==> src/source/mipsExecPkg.sv <==
package mipsExecPkg;

  localparam logic [31:0] wordOnes   = 32'hffff_ffff;
  localparam logic [31:0] wordMinNeg = 32'h8000_0000; // most negative signed word

  // first eleven codes keep the classic alu numbering
  typedef enum logic [3:0] {
    aluAdd   = 4'd0,
    aluSub   = 4'd1,
    aluAnd   = 4'd2,
    aluOr    = 4'd3,
    aluSlt   = 4'd4,
    aluDiv   = 4'd5,
    aluMult  = 4'd6,
    aluSll   = 4'd7,
    aluXor   = 4'd8,
    aluSra   = 4'd9,
    aluSrl   = 4'd10,
    aluLui   = 4'd11,
    aluPassA = 4'd12 // operand A straight through
  } aluOpE;

  typedef enum logic [5:0] {
    opSpecial = 6'h00,
    opBeq     = 6'h04,
    opBne     = 6'h05,
    opAddiu   = 6'h09,
    opSlti    = 6'h0a,
    opSltiu   = 6'h0b,
    opAndi    = 6'h0c,
    opOri     = 6'h0d,
    opXori    = 6'h0e,
    opLui     = 6'h0f
  } opcodeE;

  typedef enum logic [5:0] {
    fnSll   = 6'h00,
    fnSrl   = 6'h02,
    fnSra   = 6'h03,
    fnSllv  = 6'h04,
    fnSrlv  = 6'h06,
    fnSrav  = 6'h07,
    fnMfhi  = 6'h10,
    fnMthi  = 6'h11,
    fnMflo  = 6'h12,
    fnMtlo  = 6'h13,
    fnMult  = 6'h18,
    fnMultu = 6'h19,
    fnDiv   = 6'h1a,
    fnDivu  = 6'h1b,
    fnAdd   = 6'h20,
    fnAddu  = 6'h21,
    fnSub   = 6'h22,
    fnSubu  = 6'h23,
    fnAnd   = 6'h24,
    fnOr    = 6'h25,
    fnXor   = 6'h26,
    fnSlt   = 6'h2a,
    fnSltu  = 6'h2b
  } functE;

  typedef struct packed {
    opcodeE      opcode;
    logic [5:0]  funct;
    logic [4:0]  shamt;
    logic [15:0] imm;
    logic [31:0] rsVal;
    logic [31:0] rtVal;
    logic [15:0] tag; // echoed back with the result
  } execReqT;

  typedef struct packed {
    aluOpE       op;
    logic        unsign;
    logic [31:0] operandA;
    logic [31:0] operandB;
    logic        hiLoWrite; // mult/div result into hi and lo
    logic        hiWrite;
    logic        loWrite;
    logic        readHi;
    logic        readLo;
    logic        isBranch;
    logic        branchNe;
  } aluCtlT;

  typedef struct packed {
    logic [31:0] result;
    logic [31:0] hi;
    logic [31:0] lo;
    logic        eq;
    logic        lt;
  } aluOutT;

  typedef struct packed {
    logic [15:0] tag;
    logic [31:0] value;
    logic        branchTaken;
  } execRespT;

endpackage

==> src/source/hiLoRegs.sv <==
`timescale 1ns/1ps

module hiLoRegs (
  input  logic                clk,
  input  logic                arstN,
  input  logic                issueValid,
  input  mipsExecPkg::aluCtlT aluCtl,
  input  logic [31:0]         newHi,
  input  logic [31:0]         newLo,
  output logic [31:0]         hi,
  output logic [31:0]         lo
);

  logic loadHi;
  logic loadLo;
  logic [31:0] nextHi;
  logic [31:0] nextLo;

  // mult/div writes both, mthi/mtlo writes one from operand A
  assign loadHi = issueValid & (aluCtl.hiLoWrite | aluCtl.hiWrite);
  assign loadLo = issueValid & (aluCtl.hiLoWrite | aluCtl.loWrite);
  assign nextHi = aluCtl.hiLoWrite ? newHi : aluCtl.operandA;
  assign nextLo = aluCtl.hiLoWrite ? newLo : aluCtl.operandA;

  always_ff @(posedge clk or negedge arstN) begin
    if (!arstN) begin
      hi <= '0;
    end else if (loadHi) begin
      hi <= nextHi;
    end
  end

  always_ff @(posedge clk or negedge arstN) begin
    if (!arstN) begin
      lo <= '0;
    end else if (loadLo) begin
      lo <= nextLo;
    end
  end

endmodule

==> config.mk <==
export PLATFORM = sky130hd
export DESIGN_NAME = hiLoRegs
export DESIGN_NICKNAME = d
export VERILOG_FILES = /design/src/source/mipsExecPkg.sv /design/src/source/hiLoRegs.sv
export SDC_FILE = /design/constraint.sdc
export NUM_CORES = 1
export LEC_CHECK = 0
export ABC_AREA = 1
export BUFFER_PORTS_ARGS = -buffer_cell sky130_fd_sc_hd__buf_2
export CORE_ASPECT_RATIO = 0.5
export CORE_UTILIZATION = 38
export DETAILED_ROUTE_END_ITERATION = 6
export GPL_ROUTABILITY_DRIVEN = 0
export PLACE_DENSITY = 0.88
export SLEW_MARGIN = 30
export SYNTH_ARGS = -nofsm -noshare
export SYNTH_HDL_FRONTEND = slang
export SYNTH_SLANG_ARGS = --single-unit
export TNS_END_PERCENT = 100
==> constraint.sdc <==
create_clock -name clk -period 0.8 [get_ports clk]
set_clock_uncertainty 0.2 [all_clocks]
set_input_delay 0.08 -clock clk [delete_from_list [all_inputs] [get_ports clk]]
set_output_delay 0.08 -clock clk [all_outputs]
set_load 0.05 [all_outputs]
==> results.yml <==
cts:
  clockBufferDepth: 2
  cts-root-buf: "clkbuf_16"
  h-tree-depth: 3
  path_clk_slew_ns: 0.05
  clk_latency_ns: 0.33
  cts_made_buffers: 9
  cts_tree: "yes"
  cts.sinks: 64
critical_path:
  cpPeakStageDelay_ns: 0.42
  reg2reg_to: "hi[11]"
  rr_startpoint: "hi[11]"
  start_kind: "register"
  cp_top_family: "flip-flops"
  path_buf_inv: 1
  crit_start: "hi[19]"
  path_class: "register to output port"
  critPathCapture: "hi[19]"
  path_cells: "buf_6"
  cp.depth: 1
  worst-path-max-fanout: 2
  required_ns: 0.52
  r2r_slack_ns: -0.16
  cp.arrival_ns: 0.92
  critPathCaptureType: "output port"
  ff2ff_path_depth: 2
  crit_path_top_delay_cell: "dfrtp_2"
cells_and_area:
  seqCellArea_um2: 1682
  area_delta_synth_final_pct: 76.18
  drive_above_1_share: 0.5732
  post-route-util: 0.7161
  fillCellCount: 525
  final_nets: 773
  multi_input_area_um2: 1667
  diodes: 0
job:
  max_cap_viol_count: 0
timing:
  tightest_slew_ns: 0.3441
  finalWorstSetupSlack_ns: -0.3956
  finalMaxSlewViolations: 0
  max_clock_freq_ghz: 0.8364
  hold_ws_ns: -0.4408
  hold_violations: 128
  setup_viol: 128
  period_minus_slack_ns: 1.196
  rsz0062_at_grt: "yes"
  fin_crit_sh: 1.495
  setup_tns_ns: -28.22
  max_slew_margin: 0.7706
grt:
  first_global_vias: 3108
  antenna_found_initial: 0
  grt_pass1_wl_mm: 14.71
  track_usage: 0.2291
  grt_max_degree: 65
  use_met1: 0.2686
  grt-busiest-layer: "met2"
  grt-ovfl-total: 0
  use_met2: 0.4093
  grt_util_met3: 0.04886
die:
  rows: 22
  die_h_um: 65.75
  ios: 207
  design.die.area_um2: 8513
  die_x_um: 129.5
  core_area_um2: 7597
  initial_core_util: 0.4065
synthesis:
  muxShareOfSynthArea: 0
  synthSimpleGateAreaFrac: 0.4344
  yosys.area.top_type_share: 0.5186
  netlist_area_um2: 3088
  synth_fa_ha_area_frac: 0
  syn_inst: 446
  synth_xor_xnor_area_share: 0
  synth_common_cells: "nand2_1 (352), dfrtp_1 (64), buf_2 (15)"
  synthTopCellsByArea: "dfrtp_1 (52%), nand2_1 (43%), buf_2 (2.4%), buf_4 (1.7%), nor2_2 (0.41%)"
  yosysWarnings: 0
  synth-edff-count: 0
  async_flop_share: 1.000
  synth_top_cell_by_area: "dfrtp_1"
  synth_most_common_cell: "nand2_1"
  seq_area_frac_synth: 0.5186
  synthFlopType: "dfrtp_1"
  synthDistinctLibCells: 8
  syn_avg_cell_area_um2: 6.924
  syn-num-nets: 589
  synth_top_family_by_area: "simple AND/OR/NAND/NOR gates"
  synth_compound_area_frac: 0.003241
  ys_seq_elements: 64
detailed_routing:
  drt-vias-per-instance: 5.054
  routedWlPerCell_um: 15.94
  drt-total-wl_mm: 11.85
  drt_iter0_markers: 372
  postRouteAntennaNets: 0
  drc_errors: 1
  via_count: 3755
  dr.pass1.iters: 7
placement:
  portBuffers: 165
  dp_hpwl_mm: 6.651
  place_ws_ns: -0.3833
hold_path:
  hold_class: "input pin to asynchronous set/reset pin"
power:
  finalPower_mw: 12.23
  p_leak_nw: 3.041
  ir_drop_mv: 1.396
  pwr_density_cell_nw_per_um2: 2248
run_status:
  violations: "design-rule violations, negative hold slack, negative setup slack"
  outcome: "finished, violations left"
-- state kept, by name, indices dropped and copies added (netlist names) --
signal  flops
lo         32
hi         32
-- layer usage --
layer / vias to the layer above / share of wire
met5: - / 0
met4: 0 / 0.047
met3: 64 / 0.072
met2: 202 / 0.51
met1: 1791 / 0.37
li1: 1698 / -
-- layout make-up --
type | instances | share of cell area
repair buffers | 195 | 0.3052
well taps | 108 | 0.02484
inverters | 2 | 0.002070
multi-input cells | 358 | 0.3063
clock buffers | 13 | 0.04968
flip-flops and latches | 64 | 0.3091
clock inverters | 3 | 0.002760
-- worst min path at each step --
| stage | slack (ns) | to | startpoint | cells past startpoint |
|---|---|---|---|---|
| after floorplan | -0.42 | hi[0] | arstN | 0 |
| after global placement | -0.08 | hi[21] | arstN | 2 |
| after detailed placement | -0.08 | hi[21] | arstN | 2 |
| after CTS | -0.43 | hi[16] | arstN | 2 |
| after global routing | -0.42 | hi[21] | arstN | 2 |
| final | -0.44 | hi[22] | arstN | 2 |
-- cell usage in the layout, fill, tap and decap left out --
master      count
buf_6          67
clkbuf_16      10
buf_4           8
clkbuf_8        3
clkbuf_1        1
nor2_2          2
nor2_1          2
o21ai_2         2
buf_2         100
buf_8          12
nand2_1       267
nand2_4        19
buf_12          7
inv_1           1
clkinv_2        3
dfrtp_2        64
clkinvlp_4      1
nand2_2        66
-- timing repair --
| item | in CTS | in global routing |
|---|---|---|
| hold endpoints to repair | 128 | 128 |
| endpoints found under the setup margin | 118 | 128 |
| gates cloned | 0 | 2 |
| pin swaps | 0 | 31 |
| gates resized for setup | 148 | 125 |
| setup buffers | 5 | 11 |
-- per-stage QoR --
stage / cell area, µm² / cells
2_1_floorplan: 3168 / 446
3_3_place_gp: 4192 / 713
3_5_place_dp: 4192 / 713
4_1_cts: 4979 / 734
5_1_grt: 5440 / 743
6_report: 5440 / 743
-- logic make-up after synthesis --
logic type,after synthesis
and+or+nand+nor,356
AOI/OAI and AO/OA,2
DFF,64
buffers and inverters,24
-- report_power, final --
part	internal [mW]	switching (mW)	leakage, nW
registers	3.74	0.374	0.720
clock network	2.33	1.39	0.145
logic	1.65	2.74	2.18
total	7.73	4.50	3.04
(Power assumes the default switching activity.)
