### src/source/mipsExecPkg.sv
package mipsExecPkg;

  localparam logic [31:0] wordOnes   = 32'hffff_ffff;
  localparam logic [31:0] wordMinNeg = 32'h8000_0000; // most negative signed word

  // first eleven codes keep the classic alu numbering
  typedef enum logic [3:0] {
    aluAdd   = 4'd0,
    aluSub   = 4'd1,
    aluAnd   = 4'd2,
    aluOr    = 4'd3,
    aluSlt   = 4'd4,
    aluDiv   = 4'd5,
    aluMult  = 4'd6,
    aluSll   = 4'd7,
    aluXor   = 4'd8,
    aluSra   = 4'd9,
    aluSrl   = 4'd10,
    aluLui   = 4'd11,
    aluPassA = 4'd12 // operand A straight through
  } aluOpE;

  typedef enum logic [5:0] {
    opSpecial = 6'h00,
    opBeq     = 6'h04,
    opBne     = 6'h05,
    opAddiu   = 6'h09,
    opSlti    = 6'h0a,
    opSltiu   = 6'h0b,
    opAndi    = 6'h0c,
    opOri     = 6'h0d,
    opXori    = 6'h0e,
    opLui     = 6'h0f
  } opcodeE;

  typedef enum logic [5:0] {
    fnSll   = 6'h00,
    fnSrl   = 6'h02,
    fnSra   = 6'h03,
    fnSllv  = 6'h04,
    fnSrlv  = 6'h06,
    fnSrav  = 6'h07,
    fnMfhi  = 6'h10,
    fnMthi  = 6'h11,
    fnMflo  = 6'h12,
    fnMtlo  = 6'h13,
    fnMult  = 6'h18,
    fnMultu = 6'h19,
    fnDiv   = 6'h1a,
    fnDivu  = 6'h1b,
    fnAdd   = 6'h20,
    fnAddu  = 6'h21,
    fnSub   = 6'h22,
    fnSubu  = 6'h23,
    fnAnd   = 6'h24,
    fnOr    = 6'h25,
    fnXor   = 6'h26,
    fnSlt   = 6'h2a,
    fnSltu  = 6'h2b
  } functE;

  typedef struct packed {
    opcodeE      opcode;
    logic [5:0]  funct;
    logic [4:0]  shamt;
    logic [15:0] imm;
    logic [31:0] rsVal;
    logic [31:0] rtVal;
    logic [15:0] tag; // echoed back with the result
  } execReqT;

  typedef struct packed {
    aluOpE       op;
    logic        unsign;
    logic [31:0] operandA;
    logic [31:0] operandB;
    logic        hiLoWrite; // mult/div result into hi and lo
    logic        hiWrite;
    logic        loWrite;
    logic        readHi;
    logic        readLo;
    logic        isBranch;
    logic        branchNe;
  } aluCtlT;

  typedef struct packed {
    logic [31:0] result;
    logic [31:0] hi;
    logic [31:0] lo;
    logic        eq;
    logic        lt;
  } aluOutT;

  typedef struct packed {
    logic [15:0] tag;
    logic [31:0] value;
    logic        branchTaken;
  } execRespT;

endpackage

### src/source/aluControl.sv
`timescale 1ns/1ps

module aluControl (
  input  mipsExecPkg::execReqT execReq,
  output mipsExecPkg::aluCtlT  aluCtl
);
  import mipsExecPkg::*;

  logic [31:0] immSext;
  logic [31:0] immZext;
  logic [31:0] shamtImm;
  logic [31:0] shamtVar;

  assign immSext  = {{16{execReq.imm[15]}}, execReq.imm};
  assign immZext  = {16'b0, execReq.imm};
  assign shamtImm = {27'b0, execReq.shamt};
  assign shamtVar = {27'b0, execReq.rsVal[4:0]}; // only 5 bits count

  always_comb begin
    aluCtl = '0; // add of zeros, no side effects
    aluCtl.op = aluAdd;
    case (execReq.opcode)
      opSpecial: begin
        aluCtl.operandA = execReq.rsVal;
        aluCtl.operandB = execReq.rtVal;
        case (functE'(execReq.funct))
          fnSll, fnSrl, fnSra: begin
            aluCtl.operandA = execReq.rtVal;
            aluCtl.operandB = shamtImm;
            aluCtl.op = (functE'(execReq.funct) == fnSll) ? aluSll :
                        (functE'(execReq.funct) == fnSrl) ? aluSrl : aluSra;
          end
          fnSllv, fnSrlv, fnSrav: begin
            aluCtl.operandA = execReq.rtVal;
            aluCtl.operandB = shamtVar;
            aluCtl.op = (functE'(execReq.funct) == fnSllv) ? aluSll :
                        (functE'(execReq.funct) == fnSrlv) ? aluSrl : aluSra;
          end
          fnAdd:   aluCtl.op = aluAdd; // no overflow trap
          fnAddu: begin
            aluCtl.op = aluAdd;
            aluCtl.unsign = 1'b1;
          end
          fnSub:   aluCtl.op = aluSub;
          fnSubu: begin
            aluCtl.op = aluSub;
            aluCtl.unsign = 1'b1;
          end
          fnAnd:   aluCtl.op = aluAnd;
          fnOr:    aluCtl.op = aluOr;
          fnXor:   aluCtl.op = aluXor;
          fnSlt:   aluCtl.op = aluSlt;
          fnSltu: begin
            aluCtl.op = aluSlt;
            aluCtl.unsign = 1'b1;
          end
          fnMult, fnMultu: begin
            aluCtl.op = aluMult;
            aluCtl.unsign = (functE'(execReq.funct) == fnMultu);
            aluCtl.hiLoWrite = 1'b1;
          end
          fnDiv, fnDivu: begin
            aluCtl.op = aluDiv;
            aluCtl.unsign = (functE'(execReq.funct) == fnDivu);
            aluCtl.hiLoWrite = 1'b1;
          end
          fnMfhi:  aluCtl.readHi = 1'b1;
          fnMflo:  aluCtl.readLo = 1'b1;
          fnMthi: begin
            aluCtl.op = aluPassA;
            aluCtl.hiWrite = 1'b1;
          end
          fnMtlo: begin
            aluCtl.op = aluPassA;
            aluCtl.loWrite = 1'b1;
          end
          default: begin
            aluCtl.operandA = '0; // unknown funct
            aluCtl.operandB = '0;
          end
        endcase
      end
      opAddiu: begin
        aluCtl.operandA = execReq.rsVal;
        aluCtl.operandB = immSext;
        aluCtl.unsign = 1'b1;
      end
      opSlti, opSltiu: begin
        aluCtl.op = aluSlt;
        aluCtl.operandA = execReq.rsVal;
        aluCtl.operandB = immSext; // sltiu still sign extends
        aluCtl.unsign = (execReq.opcode == opSltiu);
      end
      opAndi, opOri, opXori: begin
        aluCtl.operandA = execReq.rsVal;
        aluCtl.operandB = immZext;
        aluCtl.op = (execReq.opcode == opAndi) ? aluAnd :
                    (execReq.opcode == opOri) ? aluOr : aluXor;
      end
      opLui: begin
        aluCtl.op = aluLui;
        aluCtl.operandB = {execReq.imm, 16'b0};
      end
      opBeq, opBne: begin
        aluCtl.op = aluSub;
        aluCtl.operandA = execReq.rsVal;
        aluCtl.operandB = execReq.rtVal;
        aluCtl.isBranch = 1'b1;
        aluCtl.branchNe = (execReq.opcode == opBne);
      end
      default: ;
    endcase
  end

endmodule

### config.mk
export PLATFORM = sky130hd
export DESIGN_NAME = aluControl
export DESIGN_NICKNAME = d
export VERILOG_FILES = /design/src/source/mipsExecPkg.sv /design/src/source/aluControl.sv
export SDC_FILE = /design/constraint.sdc
export NUM_CORES = 1
export LEC_CHECK = 0
export BUFFER_PORTS_ARGS = -buffer_cell sky130_fd_sc_hd__buf_4
export CAP_MARGIN = 20
export CORE_AREA = 2 2 73 75
export DETAILED_ROUTE_END_ITERATION = 8
export DIE_AREA = 0 0 75 77
export PLACE_DENSITY_LB_ADDON = 0.2
export SKIP_LAST_GASP = 1
export SYNTH_ARGS = -nofsm -noshare
export SYNTH_HDL_FRONTEND = slang
export SYNTH_SLANG_ARGS = --single-unit
export TNS_END_PERCENT = 20
### constraint.sdc
create_clock -name vclk -period 5.37
set_clock_uncertainty 0.05 [all_clocks]
set_input_delay 0.537 -clock vclk [all_inputs]
set_output_delay 0.537 -clock vclk [all_outputs]
set_load 0.1 [all_outputs]
==> results.yml <==
status:
  status: "finished clean"
yosys:
  synth_cell_type_count: 38
  synth_compound_area_share_pct: 53.2
  synth_top_cell_by_area: "nand2_1"
  ys_top_cells_by_area: "nand2_1, o211ai_1, o21ai_0, o211ai_2, a22oi_1"
  synth_top_family_by_area: "compound AO/OA/AOI/OAI gates"
  synth_nets: 473
  syn_area_per_cell_um2: 5.68
  synth_area_um2: 2040
  synth.most_common_cell: "nand2_1"
  ys_seq_area_share_pct: 0
  ys_warn_count: 0
  synthTopCellsByCount: "nand2_1, o21ai_0, o211ai_1, clkbuf_1, a21oi_1"
  synth_adder_area_share_pct: 0
  synth-simple-area-share_pct: 34.3
  syn_inst: 360
  synthXorXnorAreaFrac_pct: 0
  synth_top_area_share_pct: 22.4
  muxShareOfSynthArea_pct: 2.76
worst_hold_path:
  hp-class: "input port to output pin"
  min_path_cells: 4
  min_to: "aluCtl[16]"
  worstHoldStart: "execReq[25]"
critical_path:
  endpoint_kind: "output pin"
  worstPathRequired_ns: 4.78
  crit_type: "input port to output pin"
  crit_fanout: 38
  crit_chain: "buf_4 > nand2b_1 > nand2_1 > a32oi_4 > buf_4 > o211ai_1 > buf_4"
  cp_slowest_cell: "a32oi_4"
  path_common_cell: "buf_4"
  cp-start-kind: "input port"
  critPathMaxStageDelay_ns: 0.74
  crit_arrival_ns: 2.79
floorplanning:
  ios: 189
  start_util_pct: 41.1
  core_area_um2: 4980
  placementRows: 26
  dieArea_um2: 5780
  fp.dieH_um: 77
  dieWidth_um: 75
global_route:
  grt_max_degree: 67
  antenna_found_initial: 0
  grt_pass1_wl_um: 13200
  grtUsageTotal_pct: 27.3
  first_global_vias: 2803
  grt.overflow.total: 0
finish:
  clkbuf_count: 0
  nNetsFinal: 616
  layout.cells.non_filler: 571
  regArea_um2: 0
  design.seq.count: 0
  drive_above_1_share_pct: 41.7
  antenna_cells: 0
  syn_to_final_growth_pct: 62.8
timing:
  finalHoldViolations: 0
  relSlewSlack_pct: 38.6
  setup_viol: 0
  timing.fmax_ghz: 0.296
  min_period_ns: 3.38
  rsz0062_at_grt: "no"
  tns_ns: 0
  period_share_pct: 63.0
  worst_pin_slew_ns: 0.921
  report.final.slew_viol_count: 0
detailed_routing:
  wl_per_cell_um: 15.1
  antenna_left: 0
  dr.pass1.iters: 5
  num_vias: 3280
  vias_per_cell: 5.74
  drt_iter0_markers: 304
  routed_wl_um: 8640
  drc: 0
power_and_ir_drop:
  p_leak_nw: 1.37
  powerDensity_nw_per_um2: 91.5
  finalPower_uw: 304
  peakVddDrop_uv: 54.0
cts:
  cts_hold_buf: 0
  cts_resized: 0
  post_cts_buffers: 0
place:
  dp_cells: 569
  io_buffers: 173
  hpwl_um: 6270
  gp_congestion: 0.917
run:
  maxCapViolations: 0
[area by class of cell]
type | instances | area (µm²)
fillers | 482 | 1650
well taps | 70 | 87.6
multi-input cells | 318 | 1860
repair buffers | 179 | 1360
inverters | 4 | 15.0
[how the worst max path moves through the flow]
stage,start,to,slack (ns),cells after the start
final,execReq[106],aluCtl[70],1.99,7
after global routing,execReq[106],aluCtl[17],1.79,7
after floorplan,execReq[108],aluCtl[75],0.28,4
after global placement,execReq[109],aluCtl[70],1.81,7
after detailed placement,execReq[109],aluCtl[70],1.79,7
after CTS,execReq[109],aluCtl[68],1.79,7
[metrics by stage]
| step | worst slack, ns | utilization [%] | cell area, µm² | hold WS, ns |
|---|---|---|---|---|
| finish | 1.99 | 66.8 | 3330 | 1.48 |
| global route | 1.79 | 66.8 | 3330 | 1.50 |
| CTS | 1.79 | 66.2 | 3300 | 1.48 |
| detailed placement | 1.79 | 66.2 | 3300 | 1.48 |
| global placement | 1.81 | 66.2 | 3300 | 1.47 |
| floorplan | 0.283 | - | 2040 | 1.45 |
[power breakdown]
group | leakage [nW] | switching, mW | internal [mW]
Sequential | 0 | 0 | 0
Combinational | 1.37 | 0.211 | 0.0936
Clock | 0 | 0 | 0
[cells by family (layout without fill, tap and decap cells)]
logic type	after synthesis	in the layout
buffers and inverters	42	183
and+or+nand+nor	162	162
AOI/OAI and AO/OA	151	151
muxes	5	5
[worst max-delay path: cells and delay by family]
family | cells | cell delay, ns
and+or+nand+nor | 2 | 0.39
AOI/OAI and AO/OA | 2 | 0.92
buffers and inverters | 3 | 0.93
[layer usage]
layer	track usage [%]	vias up	routed length, µm
li1	-	1600	-
met1	37.2	1497	3580
met2	45.2	167	4150
met3	2.89	16	732
met4	6.25	0	171
met5	0	-	0
[layout by cell type (no fill, tap or decap), drive strengths merged]
master,count
o21ai,46
a32oi,3
nor4,1
nor4b,1
o31ai,4
and3,4
a22oi,16
nor2,9
a2111oi,1
nand3b,2
o21ba,1
nand3,3
nand2b,5
and4b,1
nor3b,1
a21oi,19
a22o,1
nor2b,1
o211ai,53
or3,3
mux2,5
inv,4
and2,1
and4bb,1
o211a,1
buf,179
a31oi,3
a21o,1
o32ai,1
or2,1
o41ai,1
nor3,6
nand2,122
No activity file was read; power rests on OpenSTA's default activity.
